--- config.mk ---
export PLATFORM = sky130hd
export DESIGN_NAME = cpu_top
export DESIGN_NICKNAME = d
export VERILOG_FILES = /design/src/rtl/cpu_pkg.sv /design/src/rtl/stage_result_if.sv /design/src/rtl/cpu_top.sv /design/src/rtl/memory_writeback.sv /design/src/rtl/execute_stage.sv /design/src/rtl/decode_stage.sv /design/src/rtl/register_file.sv /design/src/rtl/fetch_stage.sv
export SDC_FILE = /design/constraint.sdc
export NUM_CORES = 1
export LEC_CHECK = 0
export ABC_AREA = 1
export BUFFER_PORTS_ARGS = -buffer_cell sky130_fd_sc_hd__buf_2
export CAP_MARGIN = 30
export CORE_MARGIN = 1
export CORE_UTILIZATION = 42
export DETAILED_ROUTE_END_ITERATION = 7
export PLACE_DENSITY = 0.55
export SETUP_SLACK_MARGIN = 0.05
export SLEW_MARGIN = 15
export SYNTH_ARGS = -nofsm -noshare
export SYNTH_HDL_FRONTEND = slang
export SYNTH_SLANG_ARGS = --single-unit
--- constraint.sdc ---
create_clock -name clk -period 3.7 [get_ports clk]
set_clock_uncertainty 0.15 [all_clocks]
set_input_delay 0.74 -clock clk [delete_from_list [all_inputs] [get_ports clk]]
set_output_delay 0.74 -clock clk [all_outputs]
set_load 0.01 [all_outputs]
--- src/rtl/cpu_pkg.sv ---
`default_nettype none

package cpu_pkg;

	//////////////////////////////
	// basic types
	//////////////////////////////

	typedef logic [15:0] word_t;
	typedef logic [2:0] reg_idx_t;

	typedef enum logic [3:0] {
		ADD = 4'b0000,
		ADI = 4'b0001,
		NDU = 4'b0010,
		LHI = 4'b0011,
		LW  = 4'b0100,
		SW  = 4'b0101,
		JAL = 4'b1000,
		BEQ = 4'b1100
	} opcode_e;

	// register format, cz bits carried but ignored
	typedef struct packed {
		opcode_e opcode;
		reg_idx_t ra;
		reg_idx_t rb;
		reg_idx_t rc;
		logic [2:0] cz;
	} r_fmt_t;

	// adi, lw, sw, beq
	typedef struct packed {
		opcode_e opcode;
		reg_idx_t ra;
		reg_idx_t rb;
		logic [5:0] imm6;
	} i6_fmt_t;

	// lhi, jal
	typedef struct packed {
		opcode_e opcode;
		reg_idx_t ra;
		logic [8:0] imm9;
	} i9_fmt_t;

	typedef union packed {
		r_fmt_t r;
		i6_fmt_t i6;
		i9_fmt_t i9;
	} instr_u;

	// opcode 1111 decodes as a no-op
	localparam word_t NOP_WORD = 16'hffff;

	//////////////////////////////
	// helpers
	//////////////////////////////

	function automatic word_t sign_ext6(input logic [5:0] imm);
		return {{10{imm[5]}}, imm};
	endfunction

	function automatic word_t sign_ext9(input logic [8:0] imm);
		return {{7{imm[8]}}, imm};
	endfunction

	// sw, beq and unknown opcodes leave the register file alone
	function automatic logic writes_reg(input instr_u instr);
		case (instr.r.opcode)
			ADD, ADI, NDU, LHI, LW, JAL: return 1'b1;
			default: return 1'b0;
		endcase
	endfunction

	// destination field moves with the format
	function automatic reg_idx_t dest_reg(input instr_u instr);
		case (instr.r.opcode)
			ADD, NDU: return instr.r.rc;
			ADI: return instr.i6.rb;
			default: return instr.r.ra;
		endcase
	endfunction

endpackage

`default_nettype wire
--- src/rtl/stage_result_if.sv ---
`default_nettype none

interface stage_result_if;
	import cpu_pkg::*;

	// stage holds a valid instr that writes dest
	logic wr_en;
	reg_idx_t dest;
	// result as far as this stage knows it
	word_t value;
	// load data not yet available when seen from ex
	logic is_load;

	modport producer (
		output wr_en,
		output dest,
		output value,
		output is_load
	);

	modport consumer (
		input wr_en,
		input dest,
		input value,
		input is_load
	);

endinterface

`default_nettype wire

--- src/rtl/cpu_top.sv ---
`default_nettype none

module cpu_top #(
	parameter cpu_pkg::word_t RESET_PC = 16'h0000
) (
	input wire clk,
	input wire reset,
	output cpu_pkg::word_t imem_addr,
	input wire cpu_pkg::word_t imem_data,
	output cpu_pkg::word_t dmem_addr,
	output cpu_pkg::word_t dmem_wdata,
	output logic dmem_we,
	input wire cpu_pkg::word_t dmem_rdata,
	output logic wb_en,
	output cpu_pkg::reg_idx_t wb_dest,
	output cpu_pkg::word_t wb_data
);
	import cpu_pkg::*;

	// pending results seen by decode
	stage_result_if ex_res();
	stage_result_if mem_res();
	stage_result_if wb_res();

	// fetch/decode
	logic if_valid;
	word_t if_pc;
	word_t if_pc_plus1;
	instr_u if_instr;

	// hazard and redirect strobes
	logic stall;
	logic id_redirect;
	word_t id_target;
	logic ex_redirect;
	word_t ex_target;

	// decode/execute
	logic id_valid;
	instr_u id_instr;
	word_t op_a;
	word_t op_b;
	word_t id_pc;
	word_t id_pc_plus1;

	// execute/memory
	logic mem_valid;
	instr_u mem_instr;
	word_t mem_alu;
	word_t mem_store_data;

	fetch_stage #(.RESET_PC(RESET_PC)) i_fetch_stage (.*);

	decode_stage i_decode_stage (.*);

	execute_stage i_execute_stage (.*);

	memory_writeback i_memory_writeback (.*);

	assign wb_en = wb_res.wr_en;
	assign wb_dest = wb_res.dest;
	assign wb_data = wb_res.value;

endmodule

`default_nettype wire

--- src/rtl/memory_writeback.sv ---
`default_nettype none

module memory_writeback (
	input wire clk,
	input wire reset,
	input wire mem_valid,
	input wire cpu_pkg::instr_u mem_instr,
	input wire cpu_pkg::word_t mem_alu,
	input wire cpu_pkg::word_t mem_store_data,
	output cpu_pkg::word_t dmem_addr,
	output cpu_pkg::word_t dmem_wdata,
	output logic dmem_we,
	input wire cpu_pkg::word_t dmem_rdata,
	stage_result_if.producer mem_res,
	stage_result_if.producer wb_res
);
	import cpu_pkg::*;

	opcode_e op;
	logic is_load;
	logic wb_wr_en;
	reg_idx_t wb_dest;
	word_t wb_value;
	logic wb_is_load;

	assign op = mem_instr.r.opcode;
	assign is_load = op == LW;

	// data memory answers in the same cycle
	assign dmem_addr = mem_alu;
	assign dmem_wdata = mem_store_data;
	assign dmem_we = mem_valid && op == SW;

	// lw picks up the read data here
	assign mem_res.wr_en = mem_valid && writes_reg(mem_instr);
	assign mem_res.dest = dest_reg(mem_instr);
	assign mem_res.value = is_load ? dmem_rdata : mem_alu;
	assign mem_res.is_load = is_load;

	//////////////////////////////
	// memory/writeback register
	//////////////////////////////

	always_ff @(posedge clk) begin
		if (reset)
			wb_wr_en <= 1'b0;
		else
			wb_wr_en <= mem_res.wr_en;
	end

	always_ff @(posedge clk) begin
		wb_dest <= mem_res.dest;
		wb_value <= mem_res.value;
		wb_is_load <= is_load;
	end

	// commit port, also the register file write
	assign wb_res.wr_en = wb_wr_en;
	assign wb_res.dest = wb_dest;
	assign wb_res.value = wb_value;
	assign wb_res.is_load = wb_is_load;

	// a store never also claims a register
	assert property (@(posedge clk) disable iff (reset) dmem_we |-> !mem_res.wr_en);

endmodule

`default_nettype wire

--- src/rtl/execute_stage.sv ---
`default_nettype none

module execute_stage (
	input wire clk,
	input wire reset,
	input wire id_valid,
	input wire cpu_pkg::instr_u id_instr,
	input wire cpu_pkg::word_t op_a,
	input wire cpu_pkg::word_t op_b,
	input wire cpu_pkg::word_t id_pc,
	input wire cpu_pkg::word_t id_pc_plus1,
	stage_result_if.producer ex_res,
	output logic ex_redirect,
	output cpu_pkg::word_t ex_target,
	output logic mem_valid,
	output cpu_pkg::instr_u mem_instr,
	output cpu_pkg::word_t mem_alu,
	output cpu_pkg::word_t mem_store_data
);
	import cpu_pkg::*;

	opcode_e op;
	word_t imm6;
	word_t result;

	assign op = id_instr.r.opcode;
	assign imm6 = sign_ext6(id_instr.i6.imm6);

	//////////////////////////////
	// alu
	//////////////////////////////

	always_comb begin
		case (op)
			ADD: result = op_a + op_b;
			ADI: result = op_a + imm6;
			NDU: result = ~(op_a & op_b);
			// upper nine bits, low seven cleared
			LHI: result = {id_instr.i9.imm9, 7'b0};
			// address is rb plus offset
			LW, SW: result = op_b + imm6;
			// link value
			JAL: result = id_pc_plus1;
			default: result = '0;
		endcase
	end

	// loads go out with the address, mem replaces it
	assign ex_res.wr_en = id_valid && writes_reg(id_instr);
	assign ex_res.dest = dest_reg(id_instr);
	assign ex_res.value = result;
	assign ex_res.is_load = op == LW;

	// beq offset is relative to its own pc
	assign ex_redirect = id_valid && op == BEQ && op_a == op_b;
	assign ex_target = id_pc + imm6;

	//////////////////////////////
	// execute/memory register
	//////////////////////////////

	always_ff @(posedge clk) begin
		if (reset)
			mem_valid <= 1'b0;
		else
			mem_valid <= id_valid;
	end

	// store data is ra
	always_ff @(posedge clk) begin
		mem_instr <= id_instr;
		mem_alu <= result;
		mem_store_data <= op_a;
	end

endmodule

`default_nettype wire

--- src/rtl/decode_stage.sv ---
`default_nettype none

module decode_stage (
	input wire clk,
	input wire reset,
	input wire if_valid,
	input wire cpu_pkg::word_t if_pc,
	input wire cpu_pkg::word_t if_pc_plus1,
	input wire cpu_pkg::instr_u if_instr,
	stage_result_if.consumer ex_res,
	stage_result_if.consumer mem_res,
	stage_result_if.consumer wb_res,
	input wire ex_redirect,
	output logic stall,
	output logic id_redirect,
	output cpu_pkg::word_t id_target,
	output logic id_valid,
	output cpu_pkg::instr_u id_instr,
	output cpu_pkg::word_t op_a,
	output cpu_pkg::word_t op_b,
	output cpu_pkg::word_t id_pc,
	output cpu_pkg::word_t id_pc_plus1
);
	import cpu_pkg::*;

	reg_idx_t src_a;
	reg_idx_t src_b;
	word_t rf_a;
	word_t rf_b;
	word_t fwd_a;
	word_t fwd_b;
	logic uses_a;
	logic uses_b;
	logic hazard_a;
	logic hazard_b;
	logic bubble;

	// ra and rb sit in the same bits in every format
	assign src_a = if_instr.r.ra;
	assign src_b = if_instr.r.rb;

	register_file i_register_file (
		.clk(clk),
		.reset(reset),
		.rd_a(src_a),
		.rd_b(src_b),
		.data_a(rf_a),
		.data_b(rf_b),
		.wr(wb_res)
	);

	// only real sources may stall
	always_comb begin
		uses_a = 1'b0;
		uses_b = 1'b0;
		case (if_instr.r.opcode)
			ADD, NDU, BEQ, SW: begin
				uses_a = 1'b1;
				uses_b = 1'b1;
			end
			ADI: uses_a = 1'b1;
			// base register only
			LW: uses_b = 1'b1;
			default: ;
		endcase
	end

	//////////////////////////////
	// forwarding
	//////////////////////////////

	// youngest producer first
	function automatic word_t forward(input reg_idx_t src, input word_t rf_val);
		if (ex_res.wr_en && !ex_res.is_load && ex_res.dest == src)
			return ex_res.value;
		if (mem_res.wr_en && mem_res.dest == src)
			return mem_res.value;
		if (wb_res.wr_en && wb_res.dest == src)
			return wb_res.value;
		return rf_val;
	endfunction

	always_comb begin
		fwd_a = forward(src_a, rf_a);
		fwd_b = forward(src_b, rf_b);
	end

	// load data shows up one stage later, wait a cycle
	assign hazard_a = uses_a && ex_res.dest == src_a;
	assign hazard_b = uses_b && ex_res.dest == src_b;
	assign stall = if_valid && ex_res.wr_en && ex_res.is_load && (hazard_a || hazard_b);

	// jal target known here, one slot lost
	assign id_redirect = if_valid && if_instr.i9.opcode == JAL;
	assign id_target = if_pc + sign_ext9(if_instr.i9.imm9);

	//////////////////////////////
	// decode/execute register
	//////////////////////////////

	assign bubble = stall || ex_redirect;

	always_ff @(posedge clk) begin
		if (reset)
			id_valid <= 1'b0;
		else
			id_valid <= if_valid && !bubble;
	end

	always_ff @(posedge clk) begin
		if (bubble)
			id_instr <= NOP_WORD;
		else
			id_instr <= if_instr;
		op_a <= fwd_a;
		op_b <= fwd_b;
		id_pc <= if_pc;
		id_pc_plus1 <= if_pc_plus1;
	end

	// jal reads no register, so it never waits on a load
	assert property (@(posedge clk) disable iff (reset) !(stall && id_redirect));

endmodule

`default_nettype wire

--- src/rtl/register_file.sv ---
`default_nettype none

module register_file (
	input wire clk,
	input wire reset,
	input wire cpu_pkg::reg_idx_t rd_a,
	input wire cpu_pkg::reg_idx_t rd_b,
	output cpu_pkg::word_t data_a,
	output cpu_pkg::word_t data_b,
	stage_result_if.consumer wr
);
	import cpu_pkg::*;

	// all eight general, no hardwired pc or zero
	word_t regs [8];

	always_ff @(posedge clk) begin
		if (reset) begin
			for (int i = 0; i < 8; i++)
				regs[i] <= '0;
		end else if (wr.wr_en) begin
			regs[wr.dest] <= wr.value;
		end
	end

	// old value during a same-cycle write
	// decode forwards from wb to cover it
	assign data_a = regs[rd_a];
	assign data_b = regs[rd_b];

endmodule

`default_nettype wire

--- src/rtl/fetch_stage.sv ---
`default_nettype none

module fetch_stage #(
	parameter cpu_pkg::word_t RESET_PC = 16'h0000
) (
	input wire clk,
	input wire reset,
	input wire stall,
	input wire id_redirect,
	input wire cpu_pkg::word_t id_target,
	input wire ex_redirect,
	input wire cpu_pkg::word_t ex_target,
	output cpu_pkg::word_t imem_addr,
	input wire cpu_pkg::word_t imem_data,
	output logic if_valid,
	output cpu_pkg::word_t if_pc,
	output cpu_pkg::word_t if_pc_plus1,
	output cpu_pkg::instr_u if_instr
);
	import cpu_pkg::*;

	word_t pc;
	word_t pc_plus1;
	word_t pc_next;
	logic flush;

	assign pc_plus1 = pc + 16'd1;
	assign imem_addr = pc;
	// either redirect kills the word fetched this cycle
	assign flush = ex_redirect || id_redirect;

	// beq in ex is older than jal in id, so it wins
	always_comb begin
		if (ex_redirect)
			pc_next = ex_target;
		else if (id_redirect)
			pc_next = id_target;
		else if (stall)
			pc_next = pc;
		else
			pc_next = pc_plus1;
	end

	always_ff @(posedge clk) begin
		if (reset)
			pc <= RESET_PC;
		else
			pc <= pc_next;
	end

	//////////////////////////////
	// fetch/decode register
	//////////////////////////////

	always_ff @(posedge clk) begin
		if (reset)
			if_valid <= 1'b0;
		else if (flush)
			if_valid <= 1'b0;
		else if (!stall)
			if_valid <= 1'b1;
	end

	// held while decode waits on a load
	always_ff @(posedge clk) begin
		if (flush) begin
			if_instr <= NOP_WORD;
		end else if (!stall) begin
			if_instr <= imem_data;
			if_pc <= pc;
			if_pc_plus1 <= pc_plus1;
		end
	end

	// load-use in ex and a taken beq in ex are never the same slot
	assert property (@(posedge clk) disable iff (reset) !(stall && ex_redirect));

endmodule

`default_nettype wire

======== Word-level counts from Yosys, hierarchy flattened ========
Memory sizes are Yosys's and may differ from the RTL's. A register that Yosys moved wholly into a read port is not among the register bits.
Cells that the tools add are included.
storage, ports and cells
  output and inout bits ................... 69
  memories kept ........................... 1
  flip-flop bits (word level) ............. 215
  word-level logic and storage cells ...... 140
  RAM bits ................................ 128
operators by class
  bitwise gates (word level) .............. 4
  reductions and logical operators ........ 37
  multiplexer cells ....................... 47
  $add $sub $neg .......................... 6
  equality and inequality tests ........... 27
memory list
  memory                               words  bits a word  rd ports  clocked after memory_dff  wr ports  line                 source
  i_decode_stage.i_register_file.regs  8      16           2         2                         8         register_file.sv:15  word_t regs [8];
operators by type and width
  operator               count
  $mux 16                17
  $pmux 16 s6            1
  $add 16x16->16         5
  $eq 4x3->1 const B     6
  $mux 1                 22
  $eq 4x2->1 const B     5
  $eq 4x4->1 const B     5
  $logic_and 1x1->1      19
  $eq 3x3->1             6
  $add 16x1->16 const B  1
  $and 16x16->16         1
  $eq 16x16->1           1
  $not 16->16            1
  $reduce_or 16->1       1
  $mux 3                 5
  $eq 4x1->1 const B     3
  $logic_not 4->1        3
  $pmux 3 s2             2
  $reduce_or 6->1        2
  $reduce_or 5->1        2
  $reduce_or 2->1        4
  $logic_or 1x1->1       3
  $ne 3x2->1 const B     1
  $logic_not 1->1        2
  other kinds (2)        3

======== Longest topological paths before layout ========
  depth in word-level cells ............... 13
  gate-level depth with buffers ........... 21

======== Cells and area by module ========
From an unflattened synthesis, not the netlist that was laid out.
second synthesis, totals
  cell total of the unflattened synthesis .. 2,908
  area, all modules ....................... 20,704.9 um2
modules (own cells, without submodules)
  module            sequential area each (um2)  area an instance (um2)  cells each  times used
  register_file     3,843.7                     7,532.2                 1,032       1
  decode_stage      1,621.6                     4,785.8                 694         1
  execute_stage     980.9                       4,521.8                 727         1
  fetch_stage       1,621.6                     2,856.5                 321         1
  memory_writeback  420.4                       1,008.5                 134         1

======== Worst setup path after synthesis ========
OpenSTA, ideal clock, no wires.
  path type ............................... reg2reg
  from .................................... register i_decode_stage.id_instr[5] (netlist bit)
  to ...................................... register i_fetch_stage.if_pc[0] (enable)
  buffers on the path ..................... 0
  data required time ...................... 3.129 ns
  path slack .............................. 0.303 ns
  clock period less this slack ............ 3.397 ns
  arrival ................................. 2.826 ns
  cell stages (with the launch flop) ...... 9
  path through ............................ dfxtp_1 > nand3_1 > nand4_1 > nand2_1 > nand4_1 > nand2_1 > nand2_2 > inv_2 > nor2_1
between the ends
  longest elaborated chain between the ends .. 7
  elaborated cells between the ends (all ways) .. 9
  classes of those cells .................. 2 x eq/ne; 1 x mux; 1 x bitwise; 5 x reduce/logical
RTL lines
  what                                         line                                    source
  start: declaration                           decode_stage.sv:18                      output cpu_pkg::instr_u id_instr,
  start signal: assignment                     decode_stage.sv:114                     id_instr <= if_instr;
  $pmux 3 s2 (*)                               cpu_pkg.sv:78                           case (instr.r.opcode)
  $eq 3x3->1, on equally long branches         decode_stage.sv:89, decode_stage.sv:90
  $logic_and 1x1->1, on equally long branches  decode_stage.sv:89, decode_stage.sv:90
  $logic_or 1x1->1 (*)                         decode_stage.sv:91                      assign stall = if_valid && ex_res.wr_en && ex_res.is_load && (hazard_a || hazard_b);
  $logic_and 1x1->1 (*)                        decode_stage.sv:91
  $not 1->1 (no line) (*)                      n/a
  $reduce_and 2->1 (no line) (*)               n/a
  end signal: assignment                       fetch_stage.sv:70                       if_pc <= pc;
  end: declaration                             fetch_stage.sv:16                       output cpu_pkg::word_t if_pc,
Every way passes the cells marked *; elsewhere a longest branch is shown, timed or not.
A chain may end at the register's enable or synchronous reset.

======== Worst setup path in the final report ========
  from .................................... register i_decode_stage.id_instr[14] (netlist bit)
  to ...................................... register i_decode_stage.op_a[12]
between the ends
  longest elaborated chain between the ends .. 9
  elaborated cells between the ends (all ways) .. 25
  classes of those cells .................. 7 x eq/ne; 10 x mux; 8 x reduce/logical
RTL lines
  what                          line                   source
  $eq 4x3->1                    execute_stage.sv:34    case (op)
  $reduce_or 2->1               execute_stage.sv:34
  $pmux 16 s6 (*)               execute_stage.sv:34
  net ex_res.value[12]          stage_result_if.sv:10  word_t value;
  $mux 16 (*)                   decode_stage.sv:74     if (ex_res.wr_en && !ex_res.is_load && ex_res.dest == src)
  $mux 16                       decode_stage.sv:76     if (mem_res.wr_en && mem_res.dest == src)
  $mux 16                       decode_stage.sv:78     if (wb_res.wr_en && wb_res.dest == src)
  $mux 16                       decode_stage.sv:80     return rf_val;
  $mux 16                       decode_stage.sv:78
  $mux 16 (*)                   decode_stage.sv:76
  net i_decode_stage.fwd_a[12]  decode_stage.sv:30     word_t fwd_a;
  end signal: assignment        decode_stage.sv:115    op_a <= fwd_a;
  end: declaration              decode_stage.sv:19     output cpu_pkg::word_t op_a,
The timed path passes the listed nets; every way through them passes the cells marked *. The select of a mux whose other input is x is not followed.

==> impl_metrics.toml <==
[setup_path]
criticalPathCategory = "reg2reg"
worstPathArrival_ps = 3600
setup.worst_path.start_class = "register"
r2r-end = "i_decode_stage.op_a[12]"
critPathRequiredTime_ps = 3990
r2r_start = "i_decode_stage.id_instr[14]"
reg2reg_slack_ps = 390
end_kind = "register"
r2r_cells = 18
critPathMaxFanout = 9

[synthesis]
yosysUniqueCellTypes = 48
yosys.area.top_type = "edfxtp_1"
ys.flop_type = "dfxtp_1"
avgSynthCellArea_um2 = 7.51
synthesis.area_um2 = 18900
yosysWarningCount = 0
synth_area_leaders = "edfxtp_1, dfxtp_1, nand2_1, nor2_1, o21ai_0"
synthArstFlopShare_pct = 0
synth_edf_count = 160
seq_area_frac_synth_pct = 45.2
synth.most_common_cell = "nand2_1"
synth_nets = 2633
ys_ff_latch = 346
syn_inst = 2515
synth_top_area_share_pct = 25.4
synthTopCellsByCount = "nand2_1, nor2_1, o21ai_0"

[run_status]
outcome = "complete, no violations"

[power]
leakagePower_nw = 10.1
p_per_area_nw_per_um2 = 493
power_mw = 10.6
ir_drop_mv = 0.308

[die]
die_h_um = 214
die_x_um = 214
initial_utilization_pct = 42.6
row_count = 77
io_pins = 103
core_region_area_um2 = 44300
die_area_um2 = 45800

[detailed_routing]
wire_per_inst_um = 20.5
routed_wl_um = 66200
viasPerCell = 5.50
first_pass_iters = 6
initialDrtViolationCount = 1557
drc = 0
ant_nets = 0
vias = 17800

[job]
cap_violations = 0

[timing]
tightestPinTransition_ps = 701
setup_viol_count_final = 0
hold_violations = 0
rsz0062_at_grt = "no"
max_slew_margin_pct = 52.8
drv_slew = 0
period_share_pct = 89.4
setup-tns-final_ps = 0
holdWs_ps = 190
fin_crit_ps = 3310
clock.fmax_mhz = 302

[finish]
drive_gt1_share_pct = 9.91
n_antenna_cell = 0
largest_register = "i_decode_stage.i_register_file.regs"
area_growth_pct = 14.4
final_nets = 2732
fill_cells = 4446
largest_reg_flops = 128

[clock_tree]
cts_resized = 0
clock_sinks = 346
worst_skew_pair.late_latency_ps = 570
cts_buffers = 41
hold_buffers = 0
clkSlewWorstSetupHoldPaths_ps = 60
cts_max_path_buffers = 3
root_buffer = "clkbuf_16"
post_cts_buffers = 0
cts_tree = "built"
htreeDepth = 2

[placement]
hpwlAfterDp_um = 48500
io_buffer_count = 102
gp_congestion = 0.968

[global_routing]
grt_pass1_wl_um = 100000
track_usage_pct = 28.5
grt_max_degree = 65
grt_pass1_vias = 16800
grt_antenna_before_repair = 0
grt_overflow_total = 0

[worst_hold_path]
holdCritPathClass = "reg2reg"
min-delay-start = "i_fetch_stage.if_pc_plus1[6]"
hold_end = "i_decode_stage.id_pc_plus1[6]"
min_path_cells = 0
==> layer usage <==
metal / track usage, % / share of wire [%]
met2: 44.8 / 45
met3: 3.29 / 7.8
met4: 9.05 / 2.6
met1: 40.9 / 45
met5: 0 / 0
==> layout by cell type (no fill, tap or decap), types with 80 or more instances in the layout <==
| cell | instances |
|---|---|
| nand2_1 | 605 |
| nor2_1 | 335 |
| o21ai_0 | 245 |
| inv_1 | 243 |
| nand3_1 | 236 |
| dfxtp_1 | 182 |
| edfxtp_1 | 160 |
| a21oi_1 | 120 |
| buf_2 | 102 |
| ha_1 | 80 |
==> cell type report <==
type	count	area (um2)	area share, %
Tap cell	592	741	3.43
Multi-Input combinational cell	1816	8990	41.6
Sequential cell	346	8530	39.5
Inverter	258	968	4.48
Timing Repair Buffer	151	941	4.35
Clock inverter	14	120	0.556
Clock buffer	60	1320	6.09
==> cell families (layout without fill, tap and decap cells) <==
logic type                 count (synthesis)  count (layout)  share of synthesized area, %
buffers and inverters                    353             483                          7.33
and+or+nand+nor                         1259            1259                          27.8
xor gates and xnor gates                  26              26                          1.21
adders and majority gates                 84              84                          5.72
DFF                                      346             346                          45.2
AOI/OAI and AO/OA                        447             447                          12.8
==> through the flow <==
stage / cells / utilization (%) / setup slack (ps) / area [um2]
6_report: 3237 / 48.8 / 392 / 21600
5_1_grt: 3237 / 48.8 / 58.3 / 21600
4_1_cts: 3236 / 48.7 / 273 / 21600
3_5_place_dp: 3162 / 45.5 / 331 / 20200
3_3_place_gp: 3162 / 45.5 / 318 / 20200
2_1_floorplan: 2515 / - / 303 / 18900
==> power breakdown <==
part           internal [mW]  switching [mW]
sequential              4.26           0.280
combinational          0.615            1.26
clock                   2.55            1.68
==> worst max-delay path: stages (launching register included) <==
cell     delay (ps)
dfxtp_1         480
nand2_1         180
nor2_2          270
inv_2           130
o21ai_0         280
inv_1            90
fa_1            400
nor2_1          150
nand2_1          60
nand2_1         120
nand4_1         100
nand2_1         120
nand3_1         130
nand2_1          90
nand2_1          50
nand3_1          70
nand3_1         150
nand2_1         100
nand2_1          60
==> how the worst max path moves through the flow <==
| stage | start | to | slack (ps) |
|---|---|---|---|
| after CTS | i_decode_stage.id_instr[14] | i_decode_stage.op_a[15] | 270 |
| after detailed placement | i_decode_stage.id_instr[14] | i_decode_stage.op_a[15] | 330 |
| after global placement | i_decode_stage.id_instr[14] | i_decode_stage.op_b[15] | 320 |
| after global routing | i_decode_stage.id_instr[14] | i_decode_stage.op_a[12] | 60 |
| final | i_decode_stage.id_instr[14] | i_decode_stage.op_a[12] | 390 |
| after floorplan | i_decode_stage.id_instr[5] | i_fetch_stage.if_pc[0] | 300 |
Power figures use the tool's default switching activity.
